File: src/umi_pkg.sv
package umi_pkg;

  // ##########################################################
  // UMI opcodes
  // ##########################################################

  // Write request carrying data
  localparam logic [4:0] UMI_REQ_WRITE  = 5'h03;
  // Write acknowledge, no data
  localparam logic [4:0] UMI_RESP_WRITE = 5'h04;

  // ##########################################################
  // UMI command word
  // ##########################################################

  // One 32-bit command, decoded as request or as response
  // Atomic type shares the len byte on atomic opcodes
  // User extension shares bits 31:8 on user opcodes
  // Neither opcode class is handled here
  typedef union packed {
    struct packed {
      logic [4:0] hostid;
      logic [1:0] user;
      logic       ex;
      logic       eof;
      logic       eom;
      logic [1:0] prot;
      logic [3:0] qos;
      logic [7:0] len;
      logic [2:0] size;
      logic [4:0] opcode;
    } req;
    struct packed {
      logic [4:0] hostid;
      // Same bits as user, carries the error code in responses
      logic [1:0] err;
      logic       ex;
      logic       eof;
      logic       eom;
      logic [1:0] prot;
      logic [3:0] qos;
      logic [7:0] len;
      logic [2:0] size;
      logic [4:0] opcode;
    } resp;
  } umi_cmd_t;

  // ##########################################################
  // AXI codes
  // ##########################################################

  localparam logic [1:0] AXI_BURST_FIXED = 2'b00;
  localparam logic [1:0] AXI_BURST_INCR  = 2'b01;
  localparam logic [1:0] AXI_BURST_WRAP  = 2'b10;

  localparam logic [1:0] AXI_RESP_OKAY   = 2'b00;
  localparam logic [1:0] AXI_RESP_SLVERR = 2'b10;

endpackage

File: src/umi_if.sv
`timescale 1ns/100ps

// One UMI channel, valid/ready handshake
interface umi_if #(
  parameter int DW = 32,
  parameter int AW = 32
);

  logic             valid;
  umi_pkg::umi_cmd_t cmd;
  logic [AW-1:0]    dstaddr;
  logic [AW-1:0]    srcaddr;
  logic [DW-1:0]    data;
  logic             ready;

  // Sender holds valid and fields until the transfer
  modport sender (
    output valid, cmd, dstaddr, srcaddr, data,
    input  ready
  );

  modport receiver (
    input  valid, cmd, dstaddr, srcaddr, data,
    output ready
  );

endinterface

File: src/axiwr2umi.sv
`timescale 1ns/100ps

module axiwr2umi #(
  parameter int            DW       = 32,
  parameter int            AW       = 32,
  parameter int            IDW      = 4,
  // Low DW/8 bits get replaced by the write strobe
  parameter logic [AW-1:0] HOSTADDR = '0
) (
  input  logic             clk,
  input  logic             nreset,

  // AXI write address channel
  input  logic [IDW-1:0]   s_axi_awid,
  input  logic [AW-1:0]    s_axi_awaddr,
  input  logic [7:0]       s_axi_awlen,
  input  logic [2:0]       s_axi_awsize,
  input  logic [1:0]       s_axi_awburst,
  input  logic [2:0]       s_axi_awprot,
  input  logic [3:0]       s_axi_awqos,
  input  logic             s_axi_awvalid,
  output logic             s_axi_awready,

  // AXI write data channel
  input  logic [DW-1:0]    s_axi_wdata,
  input  logic [DW/8-1:0]  s_axi_wstrb,
  input  logic             s_axi_wlast,
  input  logic             s_axi_wvalid,
  output logic             s_axi_wready,

  // AXI write response channel
  output logic [IDW-1:0]   s_axi_bid,
  output logic [1:0]       s_axi_bresp,
  output logic             s_axi_bvalid,
  input  logic             s_axi_bready,

  // UMI request out and response back
  umi_if.sender            req,
  umi_if.receiver          resp
);

  localparam int STRBW = DW / 8;
  localparam int CNTW  = $clog2(STRBW) + 1;

  // FSM encoding
  localparam logic [1:0] ST_IDLE      = 2'd0;
  localparam logic [1:0] ST_WRITE     = 2'd1;
  localparam logic [1:0] ST_WAIT_RESP = 2'd2;
  localparam logic [1:0] ST_SEND_B    = 2'd3;

  logic [1:0]        state;
  logic [1:0]        next_state;
  logic [8:0]        beats_left;
  logic [AW-1:0]     dst_addr;
  logic [AW-1:0]     beat_bytes;
  logic [IDW-1:0]    aw_id;
  logic [2:0]        aw_size;
  logic [1:0]        aw_burst;
  logic [1:0]        aw_prot;
  logic [3:0]        aw_qos;
  logic [1:0]        bresp_err;
  logic [CNTW-1:0]   strb_cnt;
  umi_pkg::umi_cmd_t req_cmd;

  logic aw_fire;
  logic w_fire;
  logic b_fire;
  logic resp_fire;
  logic empty_beat;
  logic last_beat;
  logic addr_step;

  // ##########################################################
  // Handshakes
  // ##########################################################

  assign aw_fire   = s_axi_awvalid & s_axi_awready;
  assign w_fire    = s_axi_wvalid & s_axi_wready;
  assign b_fire    = s_axi_bvalid & s_axi_bready;
  assign resp_fire = resp.valid & resp.ready;

  // Zero strobe carries no bytes and sends no request
  assign empty_beat = (s_axi_wstrb == '0);
  // Early wlast also closes the burst
  assign last_beat  = (beats_left == 9'd1) | s_axi_wlast;

  // ##########################################################
  // Address channel capture
  // ##########################################################

  always_ff @(posedge clk) begin
    if (aw_fire) begin
      aw_id    <= s_axi_awid;
      aw_size  <= s_axi_awsize;
      aw_burst <= s_axi_awburst;
      // Only privileged and secure bits map to UMI
      aw_prot  <= s_axi_awprot[1:0];
      aw_qos   <= s_axi_awqos;
    end
  end

  // Remaining beats drop to zero once the last beat is taken
  always_ff @(posedge clk or negedge nreset) begin
    if (!nreset) begin
      beats_left <= '0;
    end else if (aw_fire) begin
      beats_left <= {1'b0, s_axi_awlen} + 9'd1;
    end else if (w_fire) begin
      beats_left <= last_beat ? 9'd0 : beats_left - 9'd1;
    end
  end

  // Address step per beat with WRAP treated as FIXED
  always_comb begin
    case (aw_burst)
      umi_pkg::AXI_BURST_INCR:  addr_step = 1'b1;
      umi_pkg::AXI_BURST_FIXED: addr_step = 1'b0;
      umi_pkg::AXI_BURST_WRAP:  addr_step = 1'b0;
      default:                  addr_step = 1'b0;
    endcase
  end

  assign beat_bytes = {{(AW-1){1'b0}}, 1'b1} << aw_size;

  // Empty beats still advance the address
  always_ff @(posedge clk) begin
    if (aw_fire) begin
      dst_addr <= s_axi_awaddr;
    end else if (w_fire && addr_step) begin
      dst_addr <= dst_addr + beat_bytes;
    end
  end

  // ##########################################################
  // Request path
  // ##########################################################

  // Contiguous strobe from lane 0 gives the byte length as its count
  always_comb begin
    strb_cnt = '0;
    for (int i = 0; i < STRBW; i++) begin
      strb_cnt = strb_cnt + CNTW'(s_axi_wstrb[i]);
    end
  end

  always_comb begin
    req_cmd            = '0;
    req_cmd.req.opcode = umi_pkg::UMI_REQ_WRITE;
    // Byte count goes in len and size stays 0
    req_cmd.req.size   = 3'b000;
    req_cmd.req.len    = 8'(strb_cnt) - 8'd1;
    req_cmd.req.prot   = aw_prot;
    req_cmd.req.qos    = aw_qos;
    // Each beat is its own message
    req_cmd.req.eom    = 1'b1;
  end

  assign req.valid   = (state == ST_WRITE) & s_axi_wvalid & ~empty_beat;
  assign req.cmd     = req_cmd;
  assign req.dstaddr = dst_addr;
  // Strobe rides in the low source address bits
  assign req.srcaddr = {HOSTADDR[AW-1:STRBW], s_axi_wstrb};
  assign req.data    = s_axi_wdata;

  // Beat taken with its request or alone when empty
  assign s_axi_wready = (state == ST_WRITE) & (req.ready | empty_beat);

  // ##########################################################
  // Response path
  // ##########################################################

  assign resp.ready = (state == ST_WAIT_RESP);

  // Error latch cleared on each address accept
  always_ff @(posedge clk or negedge nreset) begin
    if (!nreset) begin
      bresp_err <= umi_pkg::AXI_RESP_OKAY;
    end else if (aw_fire) begin
      bresp_err <= umi_pkg::AXI_RESP_OKAY;
    end else if (resp_fire) begin
      if (resp.cmd.resp.opcode != umi_pkg::UMI_RESP_WRITE) begin
        bresp_err <= umi_pkg::AXI_RESP_SLVERR;
      end else if (resp.cmd.resp.err != umi_pkg::AXI_RESP_OKAY) begin
        bresp_err <= resp.cmd.resp.err;
      end
    end
  end

  assign s_axi_bid    = aw_id;
  assign s_axi_bresp  = bresp_err;
  assign s_axi_bvalid = (state == ST_SEND_B);

  // ##########################################################
  // FSM
  // ##########################################################

  assign s_axi_awready = (state == ST_IDLE);

  always_comb begin
    next_state = state;
    case (state)
      ST_IDLE: begin
        if (s_axi_awvalid) next_state = ST_WRITE;
      end
      ST_WRITE: begin
        // Request sent or empty beat skipped
        if (w_fire) begin
          if (!empty_beat) begin
            next_state = ST_WAIT_RESP;
          end else if (last_beat) begin
            next_state = ST_SEND_B;
          end
        end
      end
      ST_WAIT_RESP: begin
        if (resp_fire) begin
          next_state = (beats_left == 9'd0) ? ST_SEND_B : ST_WRITE;
        end
      end
      ST_SEND_B: begin
        if (b_fire) next_state = ST_IDLE;
      end
      default: next_state = ST_IDLE;
    endcase
  end

  always_ff @(posedge clk or negedge nreset) begin
    if (!nreset) begin
      state <= ST_IDLE;
    end else begin
      state <= next_state;
    end
  end

endmodule

File: src/flat_wrapper.sv
// flat-port wrapper written by rule: the top's interface ports become plain ports
module axiwr2umi_flat 
#(
  parameter int            DW       = 32,
  parameter int            AW       = 32,
  parameter int            IDW      = 4,
                                                   
  parameter logic [AW-1:0] HOSTADDR = '0
)
  (clk, nreset, s_axi_awid, s_axi_awaddr, s_axi_awlen, s_axi_awsize, s_axi_awburst, s_axi_awprot, s_axi_awqos, s_axi_awvalid, s_axi_awready, s_axi_wdata, s_axi_wstrb, s_axi_wlast, s_axi_wvalid, s_axi_wready, s_axi_bid, s_axi_bresp, s_axi_bvalid, s_axi_bready, req_valid, req_cmd, req_dstaddr, req_srcaddr, req_data, req_ready, resp_valid, resp_cmd, resp_dstaddr, resp_srcaddr, resp_data, resp_ready);
  umi_if #(.DW(DW), .AW(AW)) req_i ();
  umi_if #(.DW(DW), .AW(AW)) resp_i ();
  input  logic clk;
  input  logic nreset;
  input  logic [IDW-1:0] s_axi_awid;
  input  logic [AW-1:0] s_axi_awaddr;
  input  logic [7:0] s_axi_awlen;
  input  logic [2:0] s_axi_awsize;
  input  logic [1:0] s_axi_awburst;
  input  logic [2:0] s_axi_awprot;
  input  logic [3:0] s_axi_awqos;
  input  logic s_axi_awvalid;
  output logic s_axi_awready;
  input  logic [DW-1:0] s_axi_wdata;
  input  logic [DW/8-1:0] s_axi_wstrb;
  input  logic s_axi_wlast;
  input  logic s_axi_wvalid;
  output logic s_axi_wready;
  output logic [IDW-1:0] s_axi_bid;
  output logic [1:0] s_axi_bresp;
  output logic s_axi_bvalid;
  input  logic s_axi_bready;
  output wire logic [$bits(req_i.valid)-1:0] req_valid;
  output wire logic [$bits(req_i.cmd)-1:0] req_cmd;
  output wire logic [$bits(req_i.dstaddr)-1:0] req_dstaddr;
  output wire logic [$bits(req_i.srcaddr)-1:0] req_srcaddr;
  output wire logic [$bits(req_i.data)-1:0] req_data;
  input wire logic [$bits(req_i.ready)-1:0] req_ready;
  input wire logic [$bits(resp_i.valid)-1:0] resp_valid;
  input wire logic [$bits(resp_i.cmd)-1:0] resp_cmd;
  input wire logic [$bits(resp_i.dstaddr)-1:0] resp_dstaddr;
  input wire logic [$bits(resp_i.srcaddr)-1:0] resp_srcaddr;
  input wire logic [$bits(resp_i.data)-1:0] resp_data;
  output wire logic [$bits(resp_i.ready)-1:0] resp_ready;
  assign req_valid = req_i.valid;
  assign req_cmd = req_i.cmd;
  assign req_dstaddr = req_i.dstaddr;
  assign req_srcaddr = req_i.srcaddr;
  assign req_data = req_i.data;
  assign req_i.ready = req_ready;
  assign resp_i.valid = resp_valid;
  assign resp_i.cmd = resp_cmd;
  assign resp_i.dstaddr = resp_dstaddr;
  assign resp_i.srcaddr = resp_srcaddr;
  assign resp_i.data = resp_data;
  assign resp_ready = resp_i.ready;
  axiwr2umi #(.DW(DW), .AW(AW), .IDW(IDW), .HOSTADDR(HOSTADDR)) u_core (.clk(clk), .nreset(nreset), .s_axi_awid(s_axi_awid), .s_axi_awaddr(s_axi_awaddr), .s_axi_awlen(s_axi_awlen), .s_axi_awsize(s_axi_awsize), .s_axi_awburst(s_axi_awburst), .s_axi_awprot(s_axi_awprot), .s_axi_awqos(s_axi_awqos), .s_axi_awvalid(s_axi_awvalid), .s_axi_awready(s_axi_awready), .s_axi_wdata(s_axi_wdata), .s_axi_wstrb(s_axi_wstrb), .s_axi_wlast(s_axi_wlast), .s_axi_wvalid(s_axi_wvalid), .s_axi_wready(s_axi_wready), .s_axi_bid(s_axi_bid), .s_axi_bresp(s_axi_bresp), .s_axi_bvalid(s_axi_bvalid), .s_axi_bready(s_axi_bready), .req(req_i), .resp(resp_i));
endmodule
File: config.mk
export PLATFORM = sky130hd
export DESIGN_NAME = axiwr2umi_flat
export DESIGN_NICKNAME = d
export VERILOG_FILES = /design/src/umi_pkg.sv /design/src/umi_if.sv /design/src/axiwr2umi.sv /design/src/flat_wrapper.sv
export SDC_FILE = /design/constraint.sdc
export NUM_CORES = 1
export LEC_CHECK = 0
export BUFFER_PORTS_ARGS = -buffer_cell sky130_fd_sc_hd__buf_2
export CAP_MARGIN = 15
export CORE_AREA = 2 2 141 143
export DETAILED_ROUTE_END_ITERATION = 6
export DIE_AREA = 0 0 143 145
export GPL_TIMING_DRIVEN = 1
export SLEW_MARGIN = 25
export SYNTH_ARGS = -nofsm -noshare
export SYNTH_HDL_FRONTEND = slang
export SYNTH_SLANG_ARGS = --single-unit
File: constraint.sdc
create_clock -name clk -period 3.8 [get_ports clk]
set_input_delay 0.76 -clock clk [delete_from_list [all_inputs] [get_ports clk]]
set_output_delay 0.76 -clock clk [all_outputs]
set_load 0.01 [all_outputs]
==> flow_summary.json, run 1 <==
{
  "port-buffer-count": 134,
  "seq_power_share": 0.364,
  "worstSkewPairLatency_ps": 330,
  "post_synth_edffs": 47,
  "hold_slack_ps": 320,
  "synth_cells": 470,
  "viasPerCell": 4.33,
  "power.density_cell_area_nw_per_um2": 640,
  "clock_skew_ps": 8.45,
  "fp.dieH_um": 145,
  "synth.top_cell.area_share": 0.319,
  "ctsRootBufferMaster": "clkbuf_16",
  "routed_wirelength_um": 12500,
  "route.antenna.remaining_nets": 0,
  "hold_violation_total_from_the_final_report": 0,
  "nNetsFinal": 815,
  "max_cap_violations": 0,
  "cts.path.max_buffers": 2,
  "synth_seq_area_share": 0.392,
  "finalCritPeriodShare": 0.832,
  "wl_met2_um": 5410,
  "rsz0062_at_grt": "false",
  "met3WireLength_um": 1450,
  "die_area_um2": 20700,
  "pwr-share-clk": 0.242,
  "firstDrtPassIters": 4,
  "holdBufCountCts": 0,
  "start_kind": "input pin",
  "cts.repair_timing.setup_buffer_count": 0,
  "max-vdd-ir-drop_mv": 0.486,
  "setup-violations-final": 0,
  "cts_tree": "yes",
  "slew_violations": 0,
  "dominantRegCellSynth": "edfxtp_1",
  "max_slew_margin": 0.504,
  "asyncSetResetFlopFracSynth": 0.217,
  "detail_route.wl_per_cell_um": 14.8,
  "net-switching-power_mw": 1.31,
  "static-leakage-power_nw": 2.24,
  "critical_path.endpoint_type": "output port",
  "drt-initial-drc-count": 185,
  "estimated_wirelength_of_the_detail_placed_design_um": 9490,
  "yosys_warnings": 0,
  "core_area_um2": 19200,
  "die-width_um": 143,
  "antenna_found_initial": 4,
  "dp_worst_setup_slack_ps": 596,
  "grt_use_total": 0.118,
  "intPower_mw": 2.07,
  "grt_max_degree": 40,
  "vias_in_the_first_global_route": 3352,
  "yosysTopAreaCell": "edfxtp_1",
  "place.gp.congestion": 0.766,
  "timing.fmax_mhz": 316,
  "worst-slew-pin-transition_ps": 743,
  "clock_tree.htree_level_count": 3,
  "layout.cells.non_filler": 841,
  "post_cts.resized_instances": 0,
  "grt_overflow": 0,
  "worstPathMaxFanout": 3,
  "via_count": 3640,
  "global_route_wire_length_before_repair_um": 18900,
  "num-fill-cells": 2085,
  "cts.sinks": 60,
  "yosys.cell_count.top_type": "buf_4",
  "area.growth.synth_to_final_pct": 19.2,
  "holdCritPathClass": "input pin to asynchronous set/reset pin",
  "floorplan.rows": 51,
  "dpl.cell_count": 822,
  "critPathArrivalTime_ps": 2400,
  "synthTopCellsByArea": "edfxtp_1 32%, buf_4 15%, dfrtp_1 7.4%",
  "comb_power_share": 0.394,
  "route.detailed.drc": 0,
  "netSwitchingFraction": 0.389,
  "routed.top_layer": "met5",
  "criticalPathCategory": "input pin to output port",
  "clk_pin_slew_worst_paths_ps": 60,
  "wl_met1_um": 5380,
  "run_status": "finished clean",
  "tns_ps": 0,
  "syn-cell-area_um2": 4430,
  "cts-buffers-inserted": 9,
  "layout_min_cycle_time_ps": 3160,
  "synthTopCellsByCount": "86 x buf_4, 47 x edfxtp_1, 47 x nand2_1, 27 x o21ai_0, 23 x nor2_1",
  "pin_count": 367,
  "postSynthRegisterBits": 60,
  "synth.distinct_cells": 59,
  "synth.avg_cell_area_um2": 9.42,
  "postLayoutSetupSlackWorst_ps": 639,
  "critical_path_rt_ps": 3040,
  "floorplan.initialDensity": 0.230,
  "drive_above_1_share": 0.293
}
==> through the flow <==
stage / utilization / cell area, um^2 / power (mW)
after floorplan: - / 4590 / 2.14
after global placement: 0.259 / 4970 / 2.57
after detailed placement: 0.259 / 4970 / 2.59
after CTS: 0.274 / 5270 / 3.43
after global routing: 0.274 / 5270 / 3.64
final: 0.275 / 5280 / 3.38
==> worst max-delay path: stages <==
cell and delay [ps]:
buf_2 110, inv_1 40, ha_1 260, inv_1 40
fa_1 370, inv_1 70, ha_1 210, inv_1 50
ha_1 140, xor2_1 170, buf_2 160
==> cells by family after synthesis <==
logic type                 synth area share
xor gates and xnor gates             0.0574
adders and majority gates            0.0571
AOI/OAI and AO/OA                     0.141
other                               0.00170
and+or+nand+nor                       0.176
DFF                                   0.392
muxes                               0.00226
buffers and inverters                 0.172
==> power by group through the flow <==
stage | sequential [mW] | clock [mW] | combinational, mW
after floorplan | 1.25 | 0 | 0.890
after global placement | 1.24 | 0 | 1.33
after detailed placement | 1.24 | 0 | 1.35
after CTS | 1.23 | 0.850 | 1.36
after global routing | 1.27 | 0.873 | 1.50
final | 1.23 | 0.816 | 1.33
==> flip-flops by register name, indices dropped and copies added (netlist names) <==
name / cells
u_core.req.dstaddr: 32
u_core.beats_left: 9
u_core.aw_burst: 2
u_core.s_axi_bresp: 2
u_core.s_axi_bid: 4
u_core.aw_qos: 4
u_core.aw_prot: 2
u_core.aw_size: 3
u_core.state: 2
==> final timing paths <==
check	start	end	cells after the start	slack, ps
worst min-delay path	nreset	u_core.state[1]	1	320
worst max-delay path	s_axi_wstrb[1]	req_cmd[10]	11	640
worst min register to register	u_core.s_axi_bresp[1]	u_core.s_axi_bresp[1]	2	520
min in group clk	u_core.s_axi_bresp[1]	u_core.s_axi_bresp[1]	2	520
worst max register to register	u_core.aw_size[1]	u_core.req.dstaddr[30]	9	960
max in group asynchronous	nreset	u_core.beats_left[6]	1	3240
==> final cells by class <==
cell class,count,area (um^2),share of cell area
inverter,17,63.8,0.0121
timing repair buffer,142,743,0.141
antenna,3,7.51,0.00142
multi-input combinational,338,2100,0.398
tap,265,332,0.0628
clock inverter,5,52.6,0.00996
sequential,60,1740,0.329
clock buffer,11,243,0.0460
==> cells in the final DEF (no fill, tap or decap), types with 13 or more instances in the layout <==
| cell type | count |
|---|---|
| edfxtp_1 | 47 |
| conb_1 | 46 |
| o21ai_0 | 26 |
| xor2_1 | 14 |
| ha_1 | 17 |
| nand2_1 | 47 |
| dfrtp_1 | 13 |
| nor2_1 | 23 |
| nand3_1 | 15 |
| a21oi_1 | 17 |
| inv_1 | 16 |
| buf_2 | 134 |
| xnor2_1 | 15 |
==> metal layers <==
layer,vias up,global-route usage
li1,1763,-
met2,176,0.176
met3,26,0.0591
met5,-,0
met1,1671,0.149
met4,4,0.0361
Power figures use the tool's default switching activity.
==> inputs of run 2 (changes only) <==
==> constraint.sdc (replaced) <==
create_clock -name clk -period 2.96 [get_ports clk]
set_input_delay 0.592 -clock clk [delete_from_list [all_inputs] [get_ports clk]]
set_output_delay 0.592 -clock clk [all_outputs]
set_load 0.01 [all_outputs]
==> flow_summary.json, run 2 (synthesized netlist as in run 1, its figures left out) <==
{
  "layout_common_cells": "134 x buf_2, 47 x nand2_1, 47 x edfxtp_1, 46 x conb_1, 26 x o21ai_0",
  "vias_in_the_first_global_route": 3309,
  "core_area_um2": 19200,
  "route.antenna.remaining_nets": 0,
  "cts_tree": "yes",
  "antenna_found_initial": 2,
  "max_slew_margin": 0.563,
  "ctsRootBufferMaster": "clkbuf_16",
  "critical_path_rt_ps": 2370,
  "ff2ff_path_depth": 7,
  "worst-slew-pin-transition_ps": 651,
  "net-switching-power_mw": 1.72,
  "critical_register_to_register_path_endpoint": "u_core.req.dstaddr[31]",
  "clock_tree.htree_level_count": 3,
  "firstDrtPassIters": 4,
  "worstSkewPairLatency_ps": 340,
  "max_cap_violations": 0,
  "max-vdd-ir-drop_mv": 0.417,
  "holdBufCountCts": 0,
  "finish.instance_area_um2": 5300,
  "die-width_um": 143,
  "port-buffer-count": 134,
  "drive_above_1_share": 0.301,
  "run_status": "finished clean",
  "seq_power_share": 0.361,
  "clock_skew_ps": 5.32,
  "slowest_stage_cell_on_the_critical_path": "fa_1",
  "floorplan.rows": 51,
  "netSwitchingFraction": 0.395,
  "layout.cells.most_common": "buf_2",
  "via_count": 3569,
  "reg2reg_setup_slack_ps": 270,
  "power.density_cell_area_nw_per_um2": 824,
  "detail_route.wl_per_cell_um": 14.5,
  "worstPathBufferInverterCount": 6,
  "grt_overflow": 0,
  "cts.sinks": 60,
  "routed_wirelength_um": 12200,
  "floorplan.initialDensity": 0.230,
  "tns_ps": 0,
  "comb_power_share": 0.393,
  "setup-violations-final": 0,
  "fp.dieH_um": 145,
  "start_kind": "input pin",
  "hold_violation_total_from_the_final_report": 0,
  "grt_max_degree": 40,
  "global_route_wire_length_before_repair_um": 18600,
  "estimated_wirelength_of_the_detail_placed_design_um": 9300,
  "viasPerCell": 4.25,
  "path_depth": 11,
  "num-fill-cells": 2093,
  "pin_count": 367,
  "area.growth.synth_to_final_pct": 19.7,
  "route.detailed.drc": 0,
  "slew_violations": 0,
  "holdCritPathClass": "input pin to asynchronous set/reset pin",
  "layout_min_cycle_time_ps": 2830,
  "max_reg_flops": 32,
  "cp-startpoint": "s_axi_wstrb[0]",
  "cts.path.max_buffers": 2,
  "nNetsFinal": 816,
  "endpoint": "req_cmd[10]",
  "grt_use_total": 0.117,
  "place.gp.congestion": 0.793,
  "finalCritPeriodShare": 0.955,
  "intPower_mw": 2.64,
  "cp_slowest_stage_delay_ps": 400,
  "static-leakage-power_nw": 2.24,
  "clk_pin_slew_worst_paths_ps": 60,
  "critical_path.endpoint_type": "output port",
  "crit_family": "adder cells",
  "critPathArrivalTime_ps": 2240,
  "critPathMostFrequentCell": "inv_1",
  "rsz0062_at_grt": "false",
  "worstPathMaxFanout": 3,
  "timing.fmax_mhz": 354,
  "crit-reg2reg-launch": "u_core.aw_size[1]",
  "antenna-diode-count": 0,
  "cts-buffers-inserted": 9,
  "die_area_um2": 20700,
  "drt-initial-drc-count": 110,
  "criticalPathCategory": "input pin to output port",
  "postPlaceCellArea_um2": 4980,
  "crit_path_cell_trace": "buf_2 -> inv_1 -> ha_1 -> inv_1 -> fa_1 -> inv_1 -> ha_1 -> inv_1 -> ha_1 -> xor2_1 -> buf_2",
  "pwr-share-clk": 0.246
}
-- run 2: cell types whose count changed in the layout (fill, tap and decap cells not counted), sizes merged --
cell      delta
clkinv       -2
inv          +2
diode        -3
clkinvlp     +2
buf          +1
clkbuf       -2
-- run 2: power by group through the flow --
stage          clock, mW  combinational [mW]  sequential, mW
6_report            1.07                1.71            1.58
5_1_grt             1.14                1.93            1.63
4_1_cts             1.10                1.74            1.58
3_5_place_dp           0                1.73            1.59
3_3_place_gp           0                1.71            1.59
2_1_floorplan          0                1.15            1.60
-- run 2: area by class of cell --
| type | count | area [um^2] | share of cell area |
|---|---|---|---|
| Clock inverter | 7 | 75.1 | 0.0142 |
| Clock buffer | 9 | 225 | 0.0425 |
| Multi-Input combinational cell | 338 | 2110 | 0.399 |
| Inverter | 17 | 63.8 | 0.0120 |
| Tap cell | 265 | 332 | 0.0626 |
| Sequential cell | 60 | 1740 | 0.328 |
| Timing Repair Buffer | 143 | 751 | 0.142 |
-- run 2: per-stage QoR --
stage / hold slack, ps / instances / utilization / power, mW / setup WS [ps]
final: 149 / 839 / 0.276 / 4.37 / 132
after global routing: 169 / 839 / 0.276 / 4.70 / 5.22
after CTS: 150 / 839 / 0.275 / 4.42 / 105
after detailed placement: 496 / 823 / 0.259 / 3.32 / 116
after global placement: 487 / 823 / 0.259 / 3.29 / 135
after floorplan: 296 / 514 / - / 2.75 / 303
-- run 2: routing by layer --
| metal | global-route usage | vias to the layer above | part of all wire |
|---|---|---|---|
| met1 | 0.142 | 1632 | 0.42 |
| met2 | 0.179 | 147 | 0.45 |
| met5 | 0 | - | 0.0021 |
| met3 | 0.0535 | 31 | 0.11 |
| li1 | - | 1755 | - |
| met4 | 0.0446 | 4 | 0.019 |
-- run 2: worst min path at each step --
| stage | startpoint | to | cells after the start |
|---|---|---|---|
| 4_1_cts | nreset | u_core.beats_left[3] | 1 |
| 5_1_grt | nreset | u_core.beats_left[3] | 1 |
| 6_report | nreset | u_core.beats_left[3] | 1 |
| 3_5_place_dp | u_core.s_axi_bresp[1] | u_core.s_axi_bresp[1] | 2 |
| 3_3_place_gp | u_core.s_axi_bresp[1] | u_core.s_axi_bresp[1] | 2 |
| 2_1_floorplan | nreset | u_core.beats_left[0] | 0 |
-- run 2: what timing repair did --
| action | 4_1_cts | 5_1_grt |
|---|---|---|
| gates resized for setup | 0 | 3 |
| endpoints found under the setup margin | 0 | 3 |
| buffers inserted | 0 | 0 |
